`config.mk`:
```
export PLATFORM = sky130hd
export DESIGN_NAME = control_unit
export DESIGN_NICKNAME = d
export VERILOG_FILES = /design/src/cpu_decode_pkg.sv /design/src/cpu_control_pkg.sv /design/src/control_unit.sv /design/src/control_sequencer.sv /design/src/load_store_control.sv /design/src/dataproc_control.sv /design/src/flush_sequencer.sv
export VERILOG_INCLUDE_DIRS = /design/src /design/src/src
export SDC_FILE = /design/constraint.sdc
export NUM_CORES = 1
export LEC_CHECK = 0
export ABC_CLOCK_PERIOD_IN_PS = 2600
export BUFFER_PORTS_ARGS = -buffer_cell sky130_fd_sc_hd__buf_2
export CORE_MARGIN = 3
export CORE_UTILIZATION = 37
export DETAILED_ROUTE_END_ITERATION = 7
export PLACE_DENSITY = 0.81
export SYNTH_ARGS = -nofsm -noshare
export SYNTH_HDL_FRONTEND = slang
export SYNTH_SLANG_ARGS = --single-unit
```
`constraint.sdc`:
```
create_clock -name clk -period 2.6 [get_ports clk]
set_input_delay 0.39 -clock clk [delete_from_list [all_inputs] [get_ports clk]]
set_output_delay 0.39 -clock clk [all_outputs]
set_load 0.05 [all_outputs]
```
`src/cpu_defs.svh`:
```
`ifndef CPU_DEFS_SVH
`define CPU_DEFS_SVH

// Register file
`define CPU_REG_IDX_W 4
`define CPU_PC_IDX 15

// Operand field widths
`define CPU_SHIFT_AMT_W 5
`define CPU_IMM_W 12

// Control unit sequencing
`define CTRL_STEP_W 2

// Counter value loaded at reset, giving hold, fetch and refill cycles
`define CTRL_FLUSH_START 3
`define CTRL_FLUSH_W 2

`endif
```
`src/cpu_decode_pkg.sv`:
```
`default_nettype none

`include "cpu_defs.svh"

package cpu_decode_pkg;

  typedef logic [`CPU_REG_IDX_W-1:0] reg_idx_t;
  typedef logic [`CPU_SHIFT_AMT_W-1:0] shift_amt_t;
  typedef logic [`CPU_IMM_W-1:0] offset12_t;
  typedef logic [3:0] dp_opcode_t;

  typedef enum logic [1:0] {
    SHIFT_LSL = 2'd0,
    SHIFT_LSR = 2'd1,
    SHIFT_ASR = 2'd2,
    SHIFT_ROR = 2'd3
  } shift_e;

  // Classes the control unit sequences; anything else is skipped
  typedef enum logic [2:0] {
    CLASS_DP_IMM     = 3'd0,
    CLASS_DP_REG_IMM = 3'd1,
    CLASS_DP_REG_REG = 3'd2,
    CLASS_LOAD       = 3'd3,
    CLASS_STORE      = 3'd4,
    CLASS_OTHER      = 3'd5
  } instr_class_e;

  typedef struct packed {
    instr_class_e instr_class;
    logic         condition_pass;
    reg_idx_t     rn;
    reg_idx_t     rm;
    reg_idx_t     rs;
    dp_opcode_t   opcode;
    logic         set_flags;
    logic [7:0]   imm8;
    logic [3:0]   rotate;
    shift_e       shift_type;
    shift_amt_t   shift_amount;
    // Single transfer bits P, U, B, W and the inverted I bit
    logic         pre;
    logic         up;
    logic         byte_xfer;
    logic         writeback;
    logic         imm_offset;
    offset12_t    offset12;
  } decoded_instr_t;

endpackage

`default_nettype wire

```
`src/cpu_control_pkg.sv`:
```
`default_nettype none

`include "cpu_defs.svh"

package cpu_control_pkg;

  typedef logic [`CTRL_STEP_W-1:0] step_t;
  typedef logic [`CPU_IMM_W-1:0] b_imm_t;

  // The 16 ARM opcodes keep their encoding, extra operations follow
  typedef enum logic [4:0] {
    ALU_OP_AND          = 5'd0,
    ALU_OP_EOR          = 5'd1,
    ALU_OP_SUB          = 5'd2,
    ALU_OP_RSB          = 5'd3,
    ALU_OP_ADD          = 5'd4,
    ALU_OP_ADC          = 5'd5,
    ALU_OP_SBC          = 5'd6,
    ALU_OP_RSC          = 5'd7,
    ALU_OP_TST          = 5'd8,
    ALU_OP_TEQ          = 5'd9,
    ALU_OP_CMP          = 5'd10,
    ALU_OP_CMN          = 5'd11,
    ALU_OP_ORR          = 5'd12,
    ALU_OP_MOV          = 5'd13,
    ALU_OP_BIC          = 5'd14,
    ALU_OP_MVN          = 5'd15,
    ALU_OP_SUB_REVERSED = 5'd16
  } alu_op_e;

  typedef enum logic [1:0] {
    ADDR_SRC_PC   = 2'd0,
    ADDR_SRC_INCR = 2'd1,
    ADDR_SRC_ALU  = 2'd2
  } addr_src_e;

  typedef enum logic [2:0] {
    B_SRC_NONE      = 3'd0,
    B_SRC_IMM       = 3'd1,
    B_SRC_RM        = 3'd2,
    B_SRC_RS        = 3'd3,
    B_SRC_RD        = 3'd4,
    B_SRC_READ_DATA = 3'd5
  } b_src_e;

  typedef enum logic [1:0] {
    ALU_WB_NONE = 2'd0,
    ALU_WB_RD   = 2'd1,
    ALU_WB_RN   = 2'd2
  } alu_wb_e;

  typedef struct packed {
    // Operand path
    addr_src_e                  addr_src;
    b_src_e                     b_src;
    b_imm_t                     b_imm;
    cpu_decode_pkg::shift_e     shift_type;
    cpu_decode_pkg::shift_amt_t shift_amount;
    logic                       shift_latch_amt;
    logic                       shift_use_latch;
    logic                       shift_use_rrx;
    // ALU
    alu_op_e                    alu_op;
    alu_wb_e                    alu_wb;
    logic                       alu_set_flags;
    logic                       alu_latch_op_b;
    logic                       alu_disable_op_b;
    logic                       alu_use_op_b_latch;
    // Register reads of the PC see it one word ahead
    logic                       pc_rn_add_4;
    logic                       pc_rm_add_4;
    logic                       pc_rs_add_4;
    // Memory and fetch
    logic                       mem_read_en;
    logic                       mem_write_en;
    logic                       mem_byte;
    logic                       fetch_en;
    logic                       incr_writeback;
  } ctrl_word_t;

endpackage

`default_nettype wire

```
`src/control_unit.sv`:
```
`timescale 1ns/1ps
`default_nettype none

module control_unit (
  input  logic                           clk,
  input  logic                           reset,
  input  logic                           flush_req,
  input  cpu_decode_pkg::decoded_instr_t instr,
  output cpu_control_pkg::ctrl_word_t    ctrl,
  output logic                           advance
);

  import cpu_control_pkg::*;

  ctrl_word_t flush_word;
  ctrl_word_t dp_word;
  ctrl_word_t ls_word;
  logic       flush_active;
  logic       flush_advance;
  logic       dp_done;
  logic       ls_done;
  step_t      step;

  flush_sequencer flush_i (
    .clk           (clk),
    .reset         (reset),
    .flush_req     (flush_req),
    .flush_word    (flush_word),
    .flush_active  (flush_active),
    .flush_advance (flush_advance)
  );

  dataproc_control dp_i (
    .instr   (instr),
    .step    (step),
    .dp_word (dp_word),
    .dp_done (dp_done)
  );

  load_store_control ls_i (
    .instr   (instr),
    .step    (step),
    .ls_word (ls_word),
    .ls_done (ls_done)
  );

  control_sequencer seq_i (
    .clk           (clk),
    .reset         (reset),
    .instr         (instr),
    .flush_word    (flush_word),
    .flush_active  (flush_active),
    .flush_advance (flush_advance),
    .dp_word       (dp_word),
    .dp_done       (dp_done),
    .ls_word       (ls_word),
    .ls_done       (ls_done),
    .step          (step),
    .ctrl          (ctrl),
    .advance       (advance)
  );

endmodule

`default_nettype wire

```
`src/control_sequencer.sv`:
```
`timescale 1ns/1ps
`default_nettype none

module control_sequencer (
  input  logic                           clk,
  input  logic                           reset,
  input  cpu_decode_pkg::decoded_instr_t instr,
  input  cpu_control_pkg::ctrl_word_t    flush_word,
  input  logic                           flush_active,
  input  logic                           flush_advance,
  input  cpu_control_pkg::ctrl_word_t    dp_word,
  input  logic                           dp_done,
  input  cpu_control_pkg::ctrl_word_t    ls_word,
  input  logic                           ls_done,
  output cpu_control_pkg::step_t         step,
  output cpu_control_pkg::ctrl_word_t    ctrl,
  output logic                           advance
);

  import cpu_decode_pkg::*;
  import cpu_control_pkg::*;

  logic use_dp;
  logic use_ls;

  always_ff @(posedge clk) begin
    if (reset || advance) begin
      step <= '0;
    end else begin
      step <= step + step_t'(1);
    end
  end

  // Failed conditions and unsupported classes select neither controller
  always_comb begin
    use_dp = 1'b0;
    use_ls = 1'b0;
    case (instr.instr_class)
      CLASS_DP_IMM, CLASS_DP_REG_IMM, CLASS_DP_REG_REG: use_dp = instr.condition_pass;
      CLASS_LOAD, CLASS_STORE:                          use_ls = instr.condition_pass;
      default: ;
    endcase
  end

  always_comb begin
    ctrl    = '0;
    advance = 1'b0;
    if (flush_active) begin
      ctrl    = flush_word;
      advance = flush_advance;
    end else if (use_dp) begin
      ctrl    = dp_word;
      advance = dp_done;
    end else if (use_ls) begin
      ctrl    = ls_word;
      advance = ls_done;
    end else begin
      // Skip, fetch the next instruction and retire this one
      ctrl.fetch_en       = 1'b1;
      ctrl.incr_writeback = 1'b1;
      ctrl.addr_src       = ADDR_SRC_PC;
      advance             = 1'b1;
    end
  end

  // Only a flush can outlast the longest instruction
  step_in_range: assert property (
    @(posedge clk) disable iff (reset) !flush_active |-> step != step_t'(3)
  );

endmodule

`default_nettype wire

```
`src/load_store_control.sv`:
```
`timescale 1ns/1ps
`default_nettype none

module load_store_control (
  input  cpu_decode_pkg::decoded_instr_t instr,
  input  cpu_control_pkg::step_t         step,
  output cpu_control_pkg::ctrl_word_t    ls_word,
  output logic                           ls_done
);

  import cpu_decode_pkg::*;
  import cpu_control_pkg::*;

  logic    is_load;
  logic    is_store;
  logic    base_wb;
  alu_op_e addr_op;

  assign is_load  = instr.instr_class == CLASS_LOAD;
  assign is_store = instr.instr_class == CLASS_STORE;

  // Post-index always updates the base, pre-index only with W set
  assign base_wb = !instr.pre || instr.writeback;
  assign addr_op = instr.up ? ALU_OP_ADD : ALU_OP_SUB;

  always_comb begin
    ls_word = '0;
    ls_done = 1'b0;
    if (is_load || is_store) begin
      case (step)
        // =============================
        // Address calculation
        // =============================
        step_t'(0): begin
          // Prefetch overlaps the address calculation
          ls_word.fetch_en       = 1'b1;
          ls_word.incr_writeback = 1'b1;
          ls_word.addr_src       = ADDR_SRC_ALU;
          ls_word.alu_op         = addr_op;
          if (instr.pre) begin
            ls_word.alu_latch_op_b = instr.writeback;
          end else begin
            // Post-index addresses with the bare base, offset kept for writeback
            ls_word.alu_disable_op_b = 1'b1;
            ls_word.alu_latch_op_b   = 1'b1;
          end
          if (instr.imm_offset) begin
            ls_word.b_src        = B_SRC_IMM;
            ls_word.b_imm        = instr.offset12;
            ls_word.shift_type   = SHIFT_LSL;
            ls_word.shift_amount = '0;
          end else begin
            ls_word.b_src         = B_SRC_RM;
            ls_word.shift_type    = instr.shift_type;
            ls_word.shift_amount  = instr.shift_amount;
            ls_word.shift_use_rrx = instr.shift_type == SHIFT_ROR &&
                                    instr.shift_amount == '0;
          end
        end
        // =============================
        // Memory access
        // =============================
        step_t'(1): begin
          ls_word.mem_byte = instr.byte_xfer;
          ls_word.addr_src = ADDR_SRC_PC;
          if (base_wb) begin
            ls_word.alu_op             = addr_op;
            ls_word.alu_use_op_b_latch = 1'b1;
            ls_word.alu_wb             = ALU_WB_RN;
          end
          if (is_load) begin
            ls_word.mem_read_en = 1'b1;
          end else begin
            ls_word.b_src        = B_SRC_RD;
            ls_word.mem_write_en = 1'b1;
            ls_done              = 1'b1;
          end
        end
        step_t'(2): begin
          // Load data passes the ALU unchanged into rd
          if (is_load) begin
            ls_word.b_src    = B_SRC_READ_DATA;
            ls_word.alu_op   = ALU_OP_MOV;
            ls_word.alu_wb   = ALU_WB_RD;
            ls_word.mem_byte = instr.byte_xfer;
            ls_word.addr_src = ADDR_SRC_PC;
            ls_done          = 1'b1;
          end
        end
        default: ;
      endcase
    end
  end

  always_comb begin
    rw_exclusive: assert (!(ls_word.mem_read_en && ls_word.mem_write_en))
      else $error("memory read and write requested in the same step");
  end

endmodule

`default_nettype wire

```
`src/dataproc_control.sv`:
```
`timescale 1ns/1ps
`default_nettype none

`include "cpu_defs.svh"

module dataproc_control (
  input  cpu_decode_pkg::decoded_instr_t instr,
  input  cpu_control_pkg::step_t         step,
  output cpu_control_pkg::ctrl_word_t    dp_word,
  output logic                           dp_done
);

  import cpu_decode_pkg::*;
  import cpu_control_pkg::*;

  localparam reg_idx_t PC_IDX = reg_idx_t'(`CPU_PC_IDX);

  alu_op_e dp_op;
  alu_wb_e dp_wb;

  assign dp_op = alu_op_e'({1'b0, instr.opcode});

  // Compare opcodes only update the flags
  always_comb begin
    case (dp_op)
      ALU_OP_TST, ALU_OP_TEQ, ALU_OP_CMP, ALU_OP_CMN: dp_wb = ALU_WB_NONE;
      default:                                        dp_wb = ALU_WB_RD;
    endcase
  end

  always_comb begin
    logic finish;
    finish  = 1'b0;
    dp_word = '0;
    dp_done = 1'b0;
    case (instr.instr_class)
      CLASS_DP_IMM: begin
        // 8-bit immediate rotated right by twice the rotate field
        dp_word.b_src        = B_SRC_IMM;
        dp_word.b_imm        = b_imm_t'(instr.imm8);
        dp_word.shift_type   = SHIFT_ROR;
        dp_word.shift_amount = {instr.rotate, 1'b0};
        finish               = 1'b1;
      end
      CLASS_DP_REG_IMM: begin
        dp_word.b_src         = B_SRC_RM;
        dp_word.shift_type    = instr.shift_type;
        dp_word.shift_amount  = instr.shift_amount;
        // ROR #0 encodes RRX
        dp_word.shift_use_rrx = instr.shift_type == SHIFT_ROR && instr.shift_amount == '0;
        finish                = 1'b1;
      end
      CLASS_DP_REG_REG: begin
        if (step == step_t'(0)) begin
          // Internal cycle reading the shift amount from rs
          dp_word.b_src           = B_SRC_RS;
          dp_word.shift_latch_amt = 1'b1;
          dp_word.pc_rs_add_4     = instr.rs == PC_IDX;
        end else if (step == step_t'(1)) begin
          dp_word.b_src           = B_SRC_RM;
          dp_word.shift_use_latch = 1'b1;
          dp_word.shift_type      = instr.shift_type;
          dp_word.pc_rn_add_4     = instr.rn == PC_IDX;
          dp_word.pc_rm_add_4     = instr.rm == PC_IDX;
          finish                  = 1'b1;
        end
      end
      default: ;
    endcase

    // Last step executes the opcode and fetches the next instruction
    if (finish) begin
      dp_word.alu_op         = dp_op;
      dp_word.alu_wb         = dp_wb;
      dp_word.alu_set_flags  = instr.set_flags;
      dp_word.fetch_en       = 1'b1;
      dp_word.incr_writeback = 1'b1;
      dp_word.addr_src       = ADDR_SRC_PC;
      dp_done                = 1'b1;
    end
  end

endmodule

`default_nettype wire

```
`src/flush_sequencer.sv`:
```
`timescale 1ns/1ps
`default_nettype none

`include "cpu_defs.svh"

module flush_sequencer (
  input  logic                        clk,
  input  logic                        reset,
  input  logic                        flush_req,
  output cpu_control_pkg::ctrl_word_t flush_word,
  output logic                        flush_active,
  output logic                        flush_advance
);

  import cpu_control_pkg::*;

  localparam logic [`CTRL_FLUSH_W-1:0] FLUSH_START = `CTRL_FLUSH_W'(`CTRL_FLUSH_START);

  logic [`CTRL_FLUSH_W-1:0] flush_cnt;

  // Reset loads a full flush while a request loads only fetch and refill
  always_ff @(posedge clk) begin
    if (reset) begin
      flush_cnt <= FLUSH_START;
    end else if (flush_req) begin
      flush_cnt <= `CTRL_FLUSH_W'(1);
    end else if (flush_cnt != '0) begin
      flush_cnt <= flush_cnt - `CTRL_FLUSH_W'(1);
    end
  end

  always_comb begin
    flush_word    = '0;
    flush_active  = 1'b0;
    flush_advance = 1'b0;
    if (flush_cnt == FLUSH_START) begin
      // Hold cycle puts the PC on the address bus
      flush_word.addr_src = ADDR_SRC_PC;
      flush_active        = 1'b1;
    end else if (flush_cnt == `CTRL_FLUSH_W'(2) || flush_req) begin
      flush_word.fetch_en       = 1'b1;
      flush_word.incr_writeback = 1'b1;
      flush_word.addr_src       = ADDR_SRC_INCR;
      flush_active              = 1'b1;
    end else if (flush_cnt == `CTRL_FLUSH_W'(1)) begin
      // Refill brings the first instruction to the decoder
      flush_word.fetch_en       = 1'b1;
      flush_word.incr_writeback = 1'b1;
      flush_word.addr_src       = ADDR_SRC_PC;
      flush_active              = 1'b1;
      flush_advance             = 1'b1;
    end
  end

  // The start value is only seen in the cycle right after reset
  start_only_after_reset: assert property (
    @(posedge clk) disable iff (reset) flush_cnt == FLUSH_START |-> $past(reset)
  );

endmodule

`default_nettype wire

```
### Word-level counts from Yosys, hierarchy flattened

Cells that the tools add are included.

* add/sub/neg operators: 2
* $mul: 0
* div/mod/pow operators: 0
* $lt $le $gt $ge: 0
* equal/unequal tests: 17
* shift operators: 0
* muxes and demuxes: 75
* bitwise gates (word level): 0
* reductions and logical operators: 16

Operators with widths (number)
* $mux 46: 2
* $mux 42: 1
* $mux 2: 19
* $pmux 5 s3: 2
* $eq 4x4->1 const B: 7
* $mux 1: 28
* $mux 24: 1
* $mux 7: 3
* $mux 19: 1
* $mux 3: 6
* $mux 8: 2
* $mux 12: 1
* $pmux 5 s2: 1
* $pmux 3 s3: 1
* $eq 2x2->1 const B: 4
* $eq 3x2->1 const B: 2
* $mux 6: 1
* $pmux 1 s2: 3
* $pmux 2 s3: 1
* $reduce_or 2->1: 3
* $logic_not 5->1: 1
* $mux 5: 1
* $eq 2x1->1 const B: 2
* $logic_or 1x1->1: 4
* 12 further kinds: 13

* flip-flop bits (word level): 4
* bits in latches: 0
* RAM bits: 0
* ROM bits: 0
* input port bits: 60
* output and inout port bits: 47
* logic and storage cells: 113
* memories kept: 0

### Logic depth before layout (Yosys ltp)

* depth in word-level cells: 8
* mapped depth: 6
* depth with buffers taken out: 5

### Hierarchy

From an unflattened synthesis, not the netlist that was laid out.

* cells, all modules: 336
* area total of the unflattened synthesis: 2458.6 um2

Modules (own cells, without submodules)
* control_sequencer: instances 1, cells an instance 132, area each 1012.2 um2, sequential area each 40.0 um2
* dataproc_control: instances 1, cells an instance 72, area each 508.0 um2, sequential area each 0.0 um2
* load_store_control: instances 1, cells an instance 76, area each 503.0 um2, sequential area each 0.0 um2
* flush_sequencer: instances 1, cells an instance 56, area each 435.4 um2, sequential area each 40.0 um2

### Worst setup path after synthesis

Ideal clock, no wire load.

* kind: reg-to-output
* start: reg seq_i.step[0]
* end: out ctrl[42] in the netlist's numbering
* arrival: 3.525 ns
* data required time: 2.210 ns
* slack: -1.315 ns
* cell stages (with the launch flop): 6
* buffers on the path: 0
* cell sequence: dfxtp_1 -> inv_1 -> ha_1 -> nand2b_1 -> a21o_1 -> a2111oi_0

RTL lines
* from (decl): line control_sequencer.sv:15 `output cpu_control_pkg::step_t step,`
* from (signal assigned): line control_sequencer.sv:30 `step <= step + step_t'(1);`
* to (decl): line control_unit.sv:9 `output cpu_control_pkg::ctrl_word_t ctrl,`

==> flow_summary.json <==
{
  "status": "finished, final reports clean",
  "cap_viol_max_count": 0,
  "final-setup-viol-count": 0,
  "finalWirelength_um": 4130,
  "dp_hpwl_um": 3480,
  "placedCellCount": 287,
  "synth-seq-cells": 4,
  "track_usage_pct": 19.5,
  "nFillCells": 262,
  "overflow": 0,
  "detail-route-antenna-nets": 0,
  "power.density_nw_per_um2": 210,
  "wl_per_cell_um": 14.2,
  "worstPathArrival_ns": 2.09,
  "ys_seq_area_share_pct": 6.98,
  "clockRootBuffer": "clkbuf_4",
  "diodes": 0,
  "grt_pass1_wl_um": 5800,
  "clockBufferDepth": 2,
  "syn_to_final_growth_pct": 54.9,
  "final.min_clock_period_ns": 2.48,
  "rows": 19,
  "path_buf_inv": 2,
  "slew_headroom_pct": 66.6,
  "routed_via_density": 5.40,
  "worstHoldEndpoint": "flush_i.flush_cnt[0]",
  "cpPeakStageDelay_ns": 0.64,
  "yosysTopAreaCellShare_pct": 7.63,
  "crit_fanout": 17,
  "yosys.area.top_type": "a22o_1",
  "worstSetupEndpointType": "primary output",
  "postSynthAreaPerCell_sq_um": 7.31,
  "place.gp.congestion": 0.864,
  "synth_nets": 223,
  "yosysUniqueCellTypes": 51,
  "core_area_sq_um": 2850,
  "die_x_um": 61.7,
  "fin_cells": 291,
  "syn_inst": 157,
  "maxSlewViolCount": 0,
  "crit_required_ns": 2.21,
  "die_area_sq_um": 3810,
  "rrSetupSlack_ns": 0.84,
  "antenna_found_initial": 0,
  "grt_pass1_vias": 1415,
  "ios": 107,
  "clock-sinks": 4,
  "cp-start-kind": "flip-flop",
  "timing.rr.start": "seq_i.step[1]",
  "synth_edf_count": 0,
  "rsz0062_at_grt": "false",
  "hp-start": "reset",
  "portBuffers": 105,
  "p_leak_nw": 0.960,
  "yosysWarnings": 0,
  "final_hold_viol_count": 0,
  "ff2ff_path_depth": 6,
  "drc_errors": 0,
  "clock_latency_ns": 0.23,
  "hp-class": "in -> reg",
  "htree_num_levels": 1,
  "crit_chain": "or4b_4 > a211oi_4 > buf_12 > a22o_1 > buf_2",
  "synth_flop_cell": "dfxtp_1",
  "initial_utilization_pct": 40.2,
  "nNetsFinal": 328,
  "critPathSlowestCell": "or4b_4",
  "synthArstFlopShare_pct": 0,
  "cts_tree": "done",
  "die_h_um": 61.7,
  "irDropWorstVdd_uv": 243,
  "vias": 1571,
  "postCtsHoldBufs": 0,
  "final.period_utilization_pct": 95.5,
  "skew_ns": 0.00349,
  "grt_max_degree": 18,
  "max_freq_ghz": 0.403,
  "synth_area_sq_um": 1150,
  "clk_pin_slew_ns": 0.03,
  "layout-drive-gt1-share_pct": 51.5,
  "firstDrtPassIters": 4,
  "min_path_cells": 2,
  "synthTopCellsByArea": "a22o_1 (7.6%), dfxtp_1 (7.0%), ha_1 (6.5%)",
  "cts_inserted_buffers": 3,
  "hold_ws_ns": 0.387,
  "tightest_slew_ns": 0.501,
  "r2r_end": "seq_i.step[0]",
  "drtIter0Drc": 57,
  "cp_top_family": "simple AND/OR/NAND/NOR gates",
  "criticalPathCategory": "reg -> out"
}
[metrics by stage]
step	setup slack, ns	cell area (sq um)	total power, mW	utilization, %	TNS, ns
after floorplan	-0.263	1190	0.218	-	-1.97
after global placement	0.162	1730	0.295	60.6	0
after detailed placement	0.135	1730	0.298	60.6	0
after CTS	0.0294	1770	0.379	62.1	0
after global routing	0.00637	1780	0.402	62.3	0
final	0.117	1780	0.374	62.3	0
[timing repair]
action	4_1_cts	5_1_grt
setup buffers	1	0
gates resized for setup	0	4
endpoints found under the setup margin	2	14
pin swaps	1	1
[sequential cells by signal (all words and copies together), names as in the netlist]
register / count
flush_i.flush_cnt: 2
seq_i.step: 2
[report_power, final]
part / switching, mW / internal [mW]
Clock: 0.0228 / 0.0514
Combinational: 0.138 / 0.0870
Sequential: 0.00697 / 0.0673
Total: 0.168 / 0.206
[cell usage in the layout (no fill, tap or decap), types with 2 or more instances in the layout]
cell        n
buf_2     104
and3_1      2
nand2b_1    3
clkbuf_4    3
ha_1        5
o21a_1      4
buf_4       8
o211a_1     2
nand2_1    13
a22o_1     10
and2_1      8
nand4_1     3
o21ai_0     4
dfxtp_1     4
nor4_1      2
a211oi_1    4
a211oi_2    2
nor4b_4     2
nand3b_1    5
inv_1      12
nand3_1     4
nor3_1      3
nor2b_1     3
a21oi_1     4
nor3_2      6
a221oi_1    7
or3b_2      2
nor2_1      7
[metal layers]
metal / up-vias / global-route usage (%) / share of wire (%)
met2: 62 / 37.7 / 53
met4: 0 / 6.36 / 0.36
met1: 704 / 22.0 / 39
li1: 803 / - / -
met5: - / 0 / 0
met3: 2 / 1.89 / 8.2
[synth_stat cells, types with 2 or more instances]
| cell | number |
|---|---|
| a211oi_2 | 2 |
| and3_1 | 2 |
| nor2_1 | 7 |
| a211oi_1 | 4 |
| buf_6 | 3 |
| dfxtp_1 | 4 |
| nand3_1 | 4 |
| buf_2 | 2 |
| and2_1 | 8 |
| inv_1 | 12 |
| clkbuf_1 | 5 |
| nand3b_1 | 5 |
| a2111oi_0 | 2 |
| o21a_1 | 4 |
| a221oi_1 | 7 |
| nor3_1 | 9 |
| or3b_2 | 2 |
| buf_4 | 2 |
| o211a_1 | 2 |
| o21ai_0 | 4 |
| ha_1 | 6 |
| nor2b_1 | 3 |
| a22o_1 | 10 |
| nor4_1 | 2 |
| a21oi_1 | 4 |
| nand2_1 | 13 |
| nand4_1 | 3 |
| nand2b_1 | 3 |
[worst max path at each step]
stage | from | endpoint | slack, ns | cells past startpoint
2_1_floorplan | flush_i.flush_cnt[1] | ctrl[23] | -0.26 | 5
3_3_place_gp | flush_req | ctrl[29] | 0.16 | 5
3_5_place_dp | instr[54] | ctrl[29] | 0.13 | 5
4_1_cts | seq_i.step[0] | ctrl[42] | 0.03 | 6
5_1_grt | seq_i.step[1] | advance | 0.006 | 6
6_report | flush_i.flush_cnt[1] | ctrl[29] | 0.12 | 5
[cell type report]
cell class	count	area, sq um	area share (%)
clock buffers	3	22.5	1.27
inverters	12	45.0	2.54
multi-input cells	128	990	55.7
flip-flops and latches	4	80.1	4.51
well taps	31	38.8	2.18
repair buffers	113	601	33.8
[cell families (layout without fill, tap and decap cells)]
kind of cell	after synthesis	count (layout)	share of synthesized area [%]
AO/OA/AOI/OAI	51	51	37.5
adder cells (fa/ha/maj)	6	6	6.54
buffers and inverters	25	128	11.0
flip-flops	4	4	6.98
multiplexers	1	1	0.981
other	1	1	0.327
AND/OR/NAND/NOR	69	69	36.6
[worst register-to-register path, stage by stage, from the launching register on]
cell and delay (ns):
dfxtp_1 0.32, inv_1 0.12, ha_1 0.20, nand2b_1 0.18, a2111oi_1 0.56, buf_4 0.20
nor4b_1 0.05
(Power assumes the default switching activity.)
